## src/rtl/fib_datapath_defines.svh

```systemverilog
`ifndef FIB_DATAPATH_DEFINES_SVH
`define FIB_DATAPATH_DEFINES_SVH

// Datapath width shared by the register file, ALU and result beat
`define DATA_W 16

// Register file geometry
`define NUM_REGS 16
`define REG_ADDR_W 4

// Width of the ALU opcode field in the control word
`define OPCODE_W 5

`endif

```

## src/rtl/alu_pkg.sv

```systemverilog
`include "fib_datapath_defines.svh"

package alu_pkg;

	// Only op_add is used by the Fibonacci sequence
	typedef enum logic [`OPCODE_W-1:0] {
		op_and = 5'b00001,
		op_or  = 5'b00010,
		op_xor = 5'b00011,
		op_add = 5'b00101, // Fixed add encoding of the control word
		op_sub = 5'b01001
	} alu_op_t;

	typedef struct packed {
		logic carry;    // Carry out or borrow for op_sub
		logic zero;
		logic negative; // Sign bit of the result
		logic overflow; // Signed overflow
	} alu_flags_t;

endpackage

```

## src/rtl/ctrl_pkg.sv

```systemverilog
`include "fib_datapath_defines.svh"

package ctrl_pkg;

	import alu_pkg::*;

	// One sequencer step for register file, operand mux and ALU
	typedef struct packed {
		logic [`REG_ADDR_W-1:0] rs; // First operand register
		logic [`REG_ADDR_W-1:0] rd; // Second operand register
		logic [`NUM_REGS-1:0]   re; // One-hot write enable set only on transfer
		alu_op_t                opcode;
		logic [`DATA_W-1:0]     imm;
		logic                   ri; // Use imm instead of rd read
		logic                   fe; // Load the flag register
	} ctrl_word_t;

	// One register write as seen outside the datapath
	typedef struct packed {
		logic [`REG_ADDR_W-1:0] dest;
		logic [`DATA_W-1:0]     value;
		alu_flags_t             flags;
	} result_beat_t;

endpackage

```

## src/rtl/reg_file.sv

```systemverilog
`timescale 1ns/10ps
`include "fib_datapath_defines.svh"

module reg_file (
	input  logic                   clk,
	input  logic                   rst,
	input  logic [`NUM_REGS-1:0]   re,
	input  logic [`DATA_W-1:0]     wdata,
	input  logic [`REG_ADDR_W-1:0] rs,
	input  logic [`REG_ADDR_W-1:0] rd,
	output logic [`DATA_W-1:0]     rs_data,
	output logic [`DATA_W-1:0]     rd_data
);

	logic [`DATA_W-1:0] regs [`NUM_REGS];

	always_ff @(posedge clk)
	begin
		if (!rst)
		begin
			for (int i = 0; i < `NUM_REGS; i++)
			begin
				regs[i] <= '0;
			end
		end
		else
		begin
			// R0 is never written
			for (int i = 1; i < `NUM_REGS; i++)
			begin
				if (re[i])
				begin
					regs[i] <= wdata;
				end
			end
		end
	end

	assign rs_data = (rs == '0) ? '0 : regs[rs]; // R0 is constant zero
	assign rd_data = (rd == '0) ? '0 : regs[rd];

endmodule

```

## src/rtl/alu.sv

```systemverilog
`timescale 1ns/10ps
`include "fib_datapath_defines.svh"

module alu (
	input  logic                clk,
	input  logic                rst,
	input  logic [`DATA_W-1:0]  a,
	input  logic [`DATA_W-1:0]  b,
	input  alu_pkg::alu_op_t    opcode,
	input  logic                fe,
	output logic [`DATA_W-1:0]  result,
	output alu_pkg::alu_flags_t next_flags,
	output alu_pkg::alu_flags_t flags
);

	import alu_pkg::*;

	logic [`DATA_W:0] sum_ext; // One extra bit for carry or borrow
	logic             carry;
	logic             overflow;

	always_comb
	begin
		sum_ext  = '0;
		carry    = 1'b0;
		overflow = 1'b0;
		case (opcode)
			op_add:
			begin
				sum_ext  = {1'b0, a} + {1'b0, b};
				carry    = sum_ext[`DATA_W];
				// Same operand signs but result sign differs
				overflow = (a[`DATA_W-1] == b[`DATA_W-1]) &&
					(sum_ext[`DATA_W-1] != a[`DATA_W-1]);
			end
			op_sub:
			begin
				sum_ext  = {1'b0, a} - {1'b0, b};
				carry    = sum_ext[`DATA_W]; // Borrow
				overflow = (a[`DATA_W-1] != b[`DATA_W-1]) &&
					(sum_ext[`DATA_W-1] != a[`DATA_W-1]);
			end
			op_and:
			begin
				sum_ext = {1'b0, a & b};
			end
			op_or:
			begin
				sum_ext = {1'b0, a | b};
			end
			op_xor:
			begin
				sum_ext = {1'b0, a ^ b};
			end
			default:
			begin
				sum_ext = '0; // Undefined opcode yields zero
			end
		endcase
	end

	assign result = sum_ext[`DATA_W-1:0];

	always_comb
	begin
		next_flags.carry    = carry;
		next_flags.zero     = (result == '0);
		next_flags.negative = result[`DATA_W-1];
		next_flags.overflow = overflow;
	end

	always_ff @(posedge clk)
	begin
		if (!rst)
		begin
			flags <= '0;
		end
		else if (fe)
		begin
			flags <= next_flags; // Only on steps that update flags
		end
	end

endmodule

```

## src/rtl/fib_ctrl_fsm.sv

```systemverilog
`timescale 1ns/10ps
`include "fib_datapath_defines.svh"

module fib_ctrl_fsm (
	input  logic                 clk,
	input  logic                 rst,
	input  logic                 start,
	input  logic                 res_ready,
	output ctrl_pkg::ctrl_word_t ctrl,
	output logic                 res_valid,
	output logic                 busy,
	output logic                 done
);

	import alu_pkg::*;

	// Step k writes R(k+1), so the last step writes the top register
	localparam logic [`REG_ADDR_W-1:0] last_step = `REG_ADDR_W'(`NUM_REGS - 2);
	localparam logic [`DATA_W-1:0]     seed_imm  = `DATA_W'(1);

	typedef enum logic [1:0] {
		st_idle,
		st_step,
		st_done
	} state_t;

	state_t                 state;
	logic [`REG_ADDR_W-1:0] step;  // Current step while in st_step
	logic [`REG_ADDR_W-1:0] dest;
	logic                   xfer;

	assign res_valid = (state == st_step);
	assign busy      = (state == st_step);
	assign done      = (state == st_done);
	assign xfer      = res_valid & res_ready; // Beat accepted this cycle
	assign dest      = step + `REG_ADDR_W'(1);

	always_ff @(posedge clk)
	begin
		if (!rst)
		begin
			state <= st_idle;
			step  <= '0;
		end
		else
		begin
			case (state)
				st_idle, st_done:
				begin
					if (start) // Start is ignored while stepping
					begin
						state <= st_step;
						step  <= '0;
					end
				end
				st_step:
				begin
					// Hold under back-pressure so no beat is lost or repeated
					if (xfer)
					begin
						if (step == last_step)
						begin
							state <= st_done;
						end
						else
						begin
							step <= step + `REG_ADDR_W'(1);
						end
					end
				end
				default:
				begin
					state <= st_idle;
				end
			endcase
		end
	end

	always_comb
	begin
		ctrl        = '0;
		ctrl.opcode = op_add;
		ctrl.rd     = step;
		if (step == '0)
		begin
			// R1 <- R0 + 1 with the flag register left alone
			ctrl.rs  = '0;
			ctrl.imm = seed_imm;
			ctrl.ri  = 1'b1;
		end
		else
		begin
			// R(k+1) <- R(k-1) + R(k)
			ctrl.rs = step - `REG_ADDR_W'(1);
			ctrl.fe = xfer; // Flags load together with the write
		end
		if (xfer)
		begin
			ctrl.re[dest] = 1'b1;
		end
	end

endmodule

```

## src/rtl/fib_datapath.sv

```systemverilog
`timescale 1ns/10ps
`include "fib_datapath_defines.svh"

module fib_datapath (
	input  logic                   clk,
	input  logic                   rst,
	input  logic                   start,
	input  logic                   res_ready,
	output logic                   res_valid,
	output ctrl_pkg::result_beat_t res,
	output logic                   busy,
	output logic                   done,
	output alu_pkg::alu_flags_t    flags
);

	import alu_pkg::*;
	import ctrl_pkg::*;

	ctrl_word_t         ctrl;
	logic [`DATA_W-1:0] rs_data;
	logic [`DATA_W-1:0] rd_data;
	logic [`DATA_W-1:0] operand_b;
	logic [`DATA_W-1:0] alu_result;
	alu_flags_t         next_flags;

	fib_ctrl_fsm u_ctrl (
		.clk       (clk),
		.rst       (rst),
		.start     (start),
		.res_ready (res_ready),
		.ctrl      (ctrl),
		.res_valid (res_valid),
		.busy      (busy),
		.done      (done)
	);

	reg_file u_regs (
		.clk     (clk),
		.rst     (rst),
		.re      (ctrl.re),
		.wdata   (alu_result),
		.rs      (ctrl.rs),
		.rd      (ctrl.rd),
		.rs_data (rs_data),
		.rd_data (rd_data)
	);

	assign operand_b = ctrl.ri ? ctrl.imm : rd_data; // Immediate mux

	alu u_alu (
		.clk        (clk),
		.rst        (rst),
		.a          (rs_data),
		.b          (operand_b),
		.opcode     (ctrl.opcode),
		.fe         (ctrl.fe),
		.result     (alu_result),
		.next_flags (next_flags),
		.flags      (flags)
	);

	// Each step writes the register right after its second source
	assign res.dest  = ctrl.rd + `REG_ADDR_W'(1);
	assign res.value = alu_result;
	assign res.flags = next_flags;

endmodule

```

## config.mk

```make
export PLATFORM = sky130hd
export DESIGN_NAME = fib_datapath
export DESIGN_NICKNAME = d
export VERILOG_FILES = /design/src/rtl/alu_pkg.sv /design/src/rtl/ctrl_pkg.sv /design/src/rtl/reg_file.sv /design/src/rtl/alu.sv /design/src/rtl/fib_ctrl_fsm.sv /design/src/rtl/fib_datapath.sv
export VERILOG_INCLUDE_DIRS = /design/src /design/src/rtl
export SDC_FILE = /design/constraint.sdc
export NUM_CORES = 1
export LEC_CHECK = 0
export BUFFER_PORTS_ARGS = -buffer_cell sky130_fd_sc_hd__clkbuf_2
export CORE_MARGIN = 2
export CORE_UTILIZATION = 60
export CTS_CLUSTER_SIZE = 25
export DETAILED_ROUTE_END_ITERATION = 6
export MAX_ROUTING_LAYER = met4
export PLACE_DENSITY_LB_ADDON = 0.05
export SLEW_MARGIN = 20
export SYNTH_ARGS = -nofsm -noshare
export SYNTH_HDL_FRONTEND = slang
export SYNTH_HIERARCHICAL = 1
export SYNTH_SLANG_ARGS = --single-unit
```

## constraint.sdc

```tcl
create_clock -name clk -period 18 [get_ports clk]
set_input_delay 0.9 -clock clk [delete_from_list [all_inputs] [get_ports clk]]
set_output_delay 0.9 -clock clk [all_outputs]
set_load 0.01 [all_outputs]
```

== Yosys cells after proc, flatten, opt, wreduce, memory -nomap -nowiden ==
Memory sizes are Yosys's and may differ from the RTL's. A register that Yosys moved wholly into a read port is not among the register bits.
Cells that the tools add are included.
Word-level totals
  bits in registers: 10
  bits in writable memories: 256
  input port bits: 4
  output and inout bits: 31
  logic and storage cells: 127
  memories kept: 1
Cells by class
  $add $sub $neg: 3
  magnitude comparators: 2
  eq/ne operators: 9
  mux-type cells: 80
  bitwise gates (word level): 16
  reductions and logical operators: 10
Memory list
  u_regs.regs: depth 16, width 16, rd ports 2, clocked after memory_dff 1, wr ports 16, line reg_file.sv:15  | logic [`DATA_W-1:0] regs [`NUM_REGS];
Operator list (count)
  16-bit 2-to-1 mux: 19
  1-bit 2-to-1 mux: 48
  4-bit 2-to-1 mux: 6
  16-bit by 16-bit adder with 17-bit output: 1
  16-bit zero test: 1
  1-bit bitwise OR: 15
  4-bit zero test: 2
  2-bit 2-to-1 mux: 4
  2-bit inequality test, second input constant: 4
  4-bit case mux with 2 select lines: 1
  4-bit by 5-bit < comparator with 1-bit output, second input constant: 1
  4-bit by 1-bit adder with 4-bit output, second input constant: 1
  1-bit demux with 4-bit select: 1
  4-bit equality test, second input constant: 1
  4-bit by 1-bit >= comparator with 1-bit output, second input constant: 1
  2-bit case mux with 2 select lines: 1
  4-bit AND reduction: 1
  4-bit by 1-bit subtractor with 4-bit output, second input constant: 1
  3-bit AND reduction: 1
  2-bit by 1-bit equality test with 1-bit output, second input constant: 1
  2-bit equality test, second input constant: 1
  1-bit logical AND: 2
  2-bit zero test: 1
  2-bit nonzero test: 1
  4 further kinds: 4

== Logic depth before layout (Yosys ltp) ==
Gate-level depths: netlist (run 1).
  depth in word-level cells: 10
  gate-level depth with buffers: 26

== By module ==
The synthesis (run 1) kept the hierarchy.
By module, submodules not included
  reg_file: times used 1, cells an instance 835, area an instance 12503.2 um2, seq. area each 7206.9 um2
  alu: times used 1, cells an instance 421, area an instance 2937.8 um2, seq. area each 80.1 um2
  fib_ctrl_fsm: times used 1, cells an instance 118, area an instance 833.3 um2, seq. area each 120.1 um2
  fib_datapath: times used 1, cells an instance 23, area an instance 287.8 um2, seq. area each 0.0 um2

== Least setup slack after synthesis (run 1) ==
Ideal clock, no wire load.
  kind: register to output
  start point: reg u_ctrl.step[0]
  end point: out res[2] in the netlist's numbering
  arrival: 5551 ps
  required time: 17100 ps
  setup slack: 11549 ps
  cell stages (with the launch flop): 22
  buffers on the path: 3
  cells stage by stage: dfxtp_1 -> buf_2 -> inv_1 -> ha_1 -> nor3b_2 -> nor2_1 -> buf_6 -> buf_6 -> mux2_2 -> a22oi_1 -> or2_2 -> a21oi_1 -> inv_1 -> fa_1 -> nand3b_1 -> a31oi_1 -> a41oi_2 -> or4_1 -> or4_1 -> or4_1 -> or4_4 -> nor2_1
RTL lines
  start: declaration: line fib_ctrl_fsm.sv:28  | logic [`REG_ADDR_W-1:0] step;
  start signal: assignment: line fib_ctrl_fsm.sv:67  | step <= step + `REG_ADDR_W'(1);
  end: declaration: line fib_datapath.sv:10  | output ctrl_pkg::result_beat_t res,

==> impl_results.md, run 1 <==
* FF-to-FF setup slack at 10.01 ns
* IO buf count at 34
* Via total after detailed routing at 12200
* Seq pwr share at 43.5%
* Post-route cell area at 0.0176 mm²
* Antenna violations before repair at 4
* Ys Warns at 6
* Clk buf depth at 3
* Final net count at 1437
* Area of placed instances at 0.0166 mm²
* Startpoint types: flip-flop
* Setup Viol. Count Final at 0
* DR pass1 iterations at 5
* # Post-CTS Setup Buffers at 0
* GRT Overall Usage at 35.6%
* Comb pwr share at 20.1%
* Hold Vio Cnt, Final at 0
* Register Area at 0.00741 mm²
* H-tree levels at 1
* Die area at 0.0289 mm²
* Power per Cell Area at 91.2 mW/mm²
* Inserted Diodes at 0
* F_max at 106 MHz
* Filler cells at 2092
* DP Worst Slack at 9.23 ns
* Area taken by multi-input logic gates at 0.00818 mm²
* Status: completed
* Io pins at 35
* Post-synthesis cell area at 0.0166 mm²
* Worst-path clk slew at 0.07 ns
* Hold Crit Class: flip-flop to flip-flop
* Worst-margin pin slew at 1.15 ns
* Synthesized area per cell at 11.9 µm²
* Wire per inst at 28.7 µm
* Initial DRC Count at 1585
* Minimum clock period at 9.40 ns
* Peak supply drop at 0.0842 mV
* Worst hold start: u_alu/flags[2]
* Max-Slew Margin vs Limit at 23.3%
* Starting Density at 61.3%
* Period utilization at 52.2%
* Worst setup path start: u_ctrl/step[0]
* Final HPWL from detailed placement at 32.0 mm
* Total power at 1600 µW
* Clk_skew at 0.0174 ns
* CORE AREA at 0.0270 mm²
* Slew Limit Fails at 0
* Syn-to-layout area delta at 6.21%
* Post-Syn Instances at 1396
* Crit path capture type: output pin
* Cts bufs inserted at 27
* Drt drc at 0
* Post-DRT Antenna Nets at 0
* Psw at 462 µW
* Final setup TNS at 0 ns
* First-pass GRT wire length at 73.4 mm
* Cell Int Power at 1140 µW
* CTS tree: done
* CTS hold repair buffers at 0
* Clk root buf: clkbuf_16
* Net Sw Frac at 28.8%
* Core Rows at 60
* Clock group share of total power at 36.4%
* Post-cts sizing count at 0
* Leakage at 0.00682 µW
* R2R Path Start: u_ctrl/step[0]
* Gpl congestion at 0.950
* Die Span X at 170 µm
* Skew-Pair Late Insertion Delay at 0.54 ns
* Max Cap Viol at 0
* Final WL at 49.8 mm
* Critical Path AT at 8.50 ns
* Sink Count at 250
* Die Ht at 170 µm
* Grt ovf at 0
* Vias in the first global route at 11700
* CP Data Required Time at 17.10 ns
* Vias per Instance at 7.01
* Fraction of layout cells with a size suffix above 1 at 19.6%
* CP max FO at 49
* RSZ-0062 raised after global routing: no
* PnR worst setup slack at 8.60 ns
* Setup CP Type: flip-flop to output pin
* Largest net degree at the start of global routing at 104
[cell type report]
class | count | share of cell area (%)
clock buffers | 27 | 3.84
inverters | 55 | 1.17
flip-flops and latches | 250 | 42.2
repair buffers | 66 | 2.39
clock inverters | 23 | 1.49
multi-input cells | 973 | 46.5
well taps | 341 | 2.43
[layer usage]
layer / global-route usage (%) / vias up / part of all wire, %
met5: - / - / 0
met4: 15.3 / 0 / 4.3
met3: 4.67 / 138 / 8.9
met2: 56.6 / 700 / 48
met1: 46.4 / 6030 / 39
li1: - / 5299 / -
[registers in the layout (all words and copies together) (netlist names)]
signal	count
u_regs/regs	240
u_alu/flags	4
u_ctrl/step	4
u_ctrl/state	2
[worst max-delay path, stage by stage, from the launching register on]
cell and delay [ns]:
dfxtp_4 0.93, inv_1 0.28, ha_1 0.33, nor3b_4 0.16, buf_4 0.30, nor2_4 0.16
buf_4 0.71, and2b_2 0.50, a22oi_1 0.14, or2_2 0.29, a21oi_1 0.38, inv_1 0.15
fa_1 0.53, nor2b_1 0.15, o2111ai_1 0.17, and4_1 0.25, o32ai_1 0.27, nand2_1 0.39
or4_1 0.64, or4_1 0.42, or4_4 0.52, nor2_1 0.10, clkbuf_2 0.15
[layout by cell type (no fill, tap or decap), types with 7 or more instances in the layout]
cell type,count
or2_2,13
nand2_1,46
nor2b_1,8
mux2_2,29
clkbuf_16,27
nor2_1,60
nor3_1,9
mux2i_1,81
inv_1,55
o21ai_0,30
conb_1,20
and3_1,147
a21o_1,7
o22ai_1,36
a221o_1,15
a22oi_1,30
nand2b_1,26
mux2_4,23
and2_1,21
a21oi_1,91
nand3_1,11
ha_1,58
buf_4,32
mux4_2,64
edfxtp_1,240
clkbuf_2,33
[through the flow]
step	hold slack [ns]	utilization (%)	std cells
2_1_floorplan	0.518	-	1414
3_3_place_gp	0.495	61.5	1684
3_5_place_dp	0.495	61.5	1684
4_1_cts	0.509	65.0	1734
5_1_grt	0.547	65.1	1735
6_report	0.507	65.1	1735
[power by group through the flow]
stage                     clock (µW)  combinational [µW]  sequential (µW)
final                            583                 323              697
after global routing             612                 344              700
after global placement             0                 309              707
after detailed placement           0                 311              709
after floorplan                    0                 225              698
after CTS                        587                 313              697
[final timing paths]
kind / to / cells after the start
min reg2reg: u_alu/flags[2] / 2
max: res[2] / 22
max reg2reg: u_alu/flags[2] / 21
min: u_alu/flags[2] / 2
(Power assumes the default switching activity.)
==> run 2, diff against run 1 <==
- ABC_AREA: default -> 1
- CORE_UTILIZATION: 60 -> 58
- clock period: 18 -> 7.8 ns (I/O delays scaled with it)
==> run 2 against run 1 <==
Net effect: via count increased by 39%; combinational power increased to 11 times the previous value; highest routed layer unchanged; power increased to 4.0 times the previous value; critical path type unchanged; first-iteration DRC count increased by 44%; largest power group is now combinational cells; utilization decreased by 3.2 points; critical path depth increased by 9; global-route usage increased by 1.8 points; non-clock buffer count decreased by 13; register-to-register slack got worse by 8.3 ns; clock power increased by 130%; routed wire length increased by 19%.
==> impl_results.md, run 2 <==
* Status: completed
* RSZ-0062 raised after global routing: no
* Largest net degree at the start of global routing at 141 (+36%)
* Die area at 0.0323 mm² (+12%)
* PnR worst setup slack at 0.864 ns (-7.74 ns)
* DR pass1 iterations at 6 (+1)
* Gpl congestion at 1.03 (+8.8%)
* Ys Warns at 6 (unchanged)
* Hold Crit Class: input pin to flip-flop
* GRT Overall Usage at 37.4% (+1.8 points)
* Largest registers: u_regs/regs (240), u_alu/flags (4), u_ctrl/step (4)
* CP max FO at 62 (+27%)
* Final HPWL from detailed placement at 39.5 mm (+23%)
* Most used cell, CP: nand2_1
* Slowest stage cell, crit path: inv_4
* H-tree levels at 1 (unchanged)
* Antenna violations before repair at 1 (-3)
* Hold Path Cell Cnt at 4 (+2)
* CTS hold repair buffers at 0 (unchanged)
* Clk buf depth at 3 (unchanged)
* Post-cts sizing count at 0 (unchanged)
* Post-Syn Instances at 2563 (+84%)
* Worst-margin pin slew at 1.17 ns (+0.0179 ns)
* Cts bufs inserted at 29 (+7.4%)
* Grt ovf at 0 (unchanged)
* Via total after detailed routing at 16900 (+39%)
* F_max at 144 MHz
* DP Worst Slack at 1.65 ns (-7.58 ns)
* CP Data Required Time at 7.41 ns (-9.69 ns)
* Hold Vio Cnt, Final at 0 (unchanged)
* Setup Viol. Count Final at 0 (unchanged)
* WHS at 0.218 ns (-0.290 ns)
* Final net count at 2582 (+80%)
* Die Span X at 180 µm (+5.7%)
* Skew-Pair Late Insertion Delay at 0.57 ns (+0.03 ns)
* Minimum clock period at 6.94 ns
* Top reg by flops: u_regs/regs
* Post-synthesis cell area at 0.0179 mm² (+8.2%)
* Clk root buf: clkbuf_16
* IO buf count at 34 (unchanged)
* Core Rows at 64 (+6.7%)
* Wire per inst at 20.2 µm (-30%)
* Io pins at 35 (unchanged)
* Vias per Instance at 5.76 (-18%)
* Crit path capture type: output pin
* Syn-to-layout area delta at 5.36%
* Crit path largest cell delay at 0.59 ns (-0.34 ns)
* Grt met1 use at 50.3% (+3.9 points)
* Max-Slew Margin vs Limit at 21.9% (-1.4 points)
* Synthesized area per cell at 6.99 µm² (-41%)
* CORE AREA at 0.0305 mm² (+13%)
* Power per Cell Area at 342 mW/mm² (+270%)
* R2R depth at 28 (+33%)
* Period utilization at 88.9%
* Peak supply drop at 0.232 mV (+180%)
* Commonest non-fill, non-tap cell in the layout: nand2_1
* # Post-CTS Setup Buffers at 0 (unchanged)
* Die Ht at 180 µm (+5.7%)
* Layer with the highest usage: met2
* Slew Limit Fails at 0 (unchanged)
* Startpoint types: flip-flop
* Sink Count at 250 (unchanged)
* Final setup TNS at 0 ns (unchanged)
* Max Cap Viol at 0 (unchanged)
* GRT met3 Usage at 5.29% (+0.61 points)
* Fraction of layout cells with a size suffix above 1 at 6.73% (-13 points)
* GRT met2 Usage at 58.8% (+2.2 points)
* Post-DRT Antenna Nets at 0 (unchanged)
* Largest register FFs at 240 (unchanged)
* Most frequent cells in the layout: nand2_1, inv_1, nand3_1, edfxtp_1, nor2_1
* Leakage at 0.00904 µW (+32%)
* Vias in the first global route at 15700 (+34%)
* Clk_skew at 0.0301 ns (+0.0127 ns)
* Critical Path AT at 6.55 ns (-1.95 ns)
* First-pass GRT wire length at 91.5 mm (+25%)
* Setup CP Type: flip-flop to output pin
* Drt drc at 0 (unchanged)
* Initial DRC Count at 2282 (+44%)
* CTS tree: done
* Worst-path clk slew at 0.06 ns (about the same)
* Final WL at 59.5 mm (+19%)
* Starting Density at 58.7% (-2.5 points)
==> run 2: cell count changes in the layout (fill, tap and decap cells not counted), moves of 26 or more <==
cell,before,now
a22oi_1,30,0
nand2b_1,26,0
nor2_1,60,226
mux4_2,64,0
nand2_1,46,869
and3_1,147,0
inv_1,55,404
nand3_1,11,385
mux2i_1,81,0
a21oi_1,91,28
mux2_2,29,0
==> run 2: metal layers <==
metal / vias to the layer above / wire length [µm]
li1: 7873 / -
met5: - / 0
met1: 7840 / 23600
met4: 0 / 1870
met2: 1065 / 27300
met3: 152 / 6730
==> run 2: final cells by class <==
class / count / area, µm²
Tap cell: 396 / 495
Antenna cell: 1 / 2.50
Timing Repair Buffer: 53 / 325
Fill cell: 2859 / 11600
Inverter: 433 / 1630
Sequential cell: 250 / 7410
Multi-Input combinational cell: 1751 / 8090
Clock inverter: 20 / 176
Clock buffer: 33 / 741
==> run 2: where the power goes <==
group	total, µW	switching (µW)	internal, µW
clock network	1340	560	775
registers	1610	35.4	1570
logic	3510	2570	933
==> run 2: stage by stage <==
stage                     total power [µW]  utilization, %  cell area (µm²)  std cells
after CTS                             6360            61.9            18900       2936
after global placement                5010            58.8            17900       2883
after floorplan                       4170               -            18000       2581
final                                 6450            61.9            18900       2937
after global routing                  6880            61.9            18900       2937
after detailed placement              5030            58.9            18000       2883
==> run 2: final timing paths <==
check                      start           endpoint  slack, ns
hold / removal         res_ready    u_ctrl/state[0]       0.22
setup reg to reg  u_ctrl/step[1]  u_regs/regs[2][6]       1.74
hold reg to reg   u_ctrl/step[2]     u_ctrl/step[2]       0.55
setup / recovery  u_ctrl/step[1]             res[2]       0.86
==> run 2: worst max-delay path, delay by kind of cell, from the launching register on <==
kind                       cells  cell delay [ns]
adders and majority gates      2             0.65
DFF                            1             0.31
buffers and inverters          8             1.84
and+or+nand+nor               21             3.13
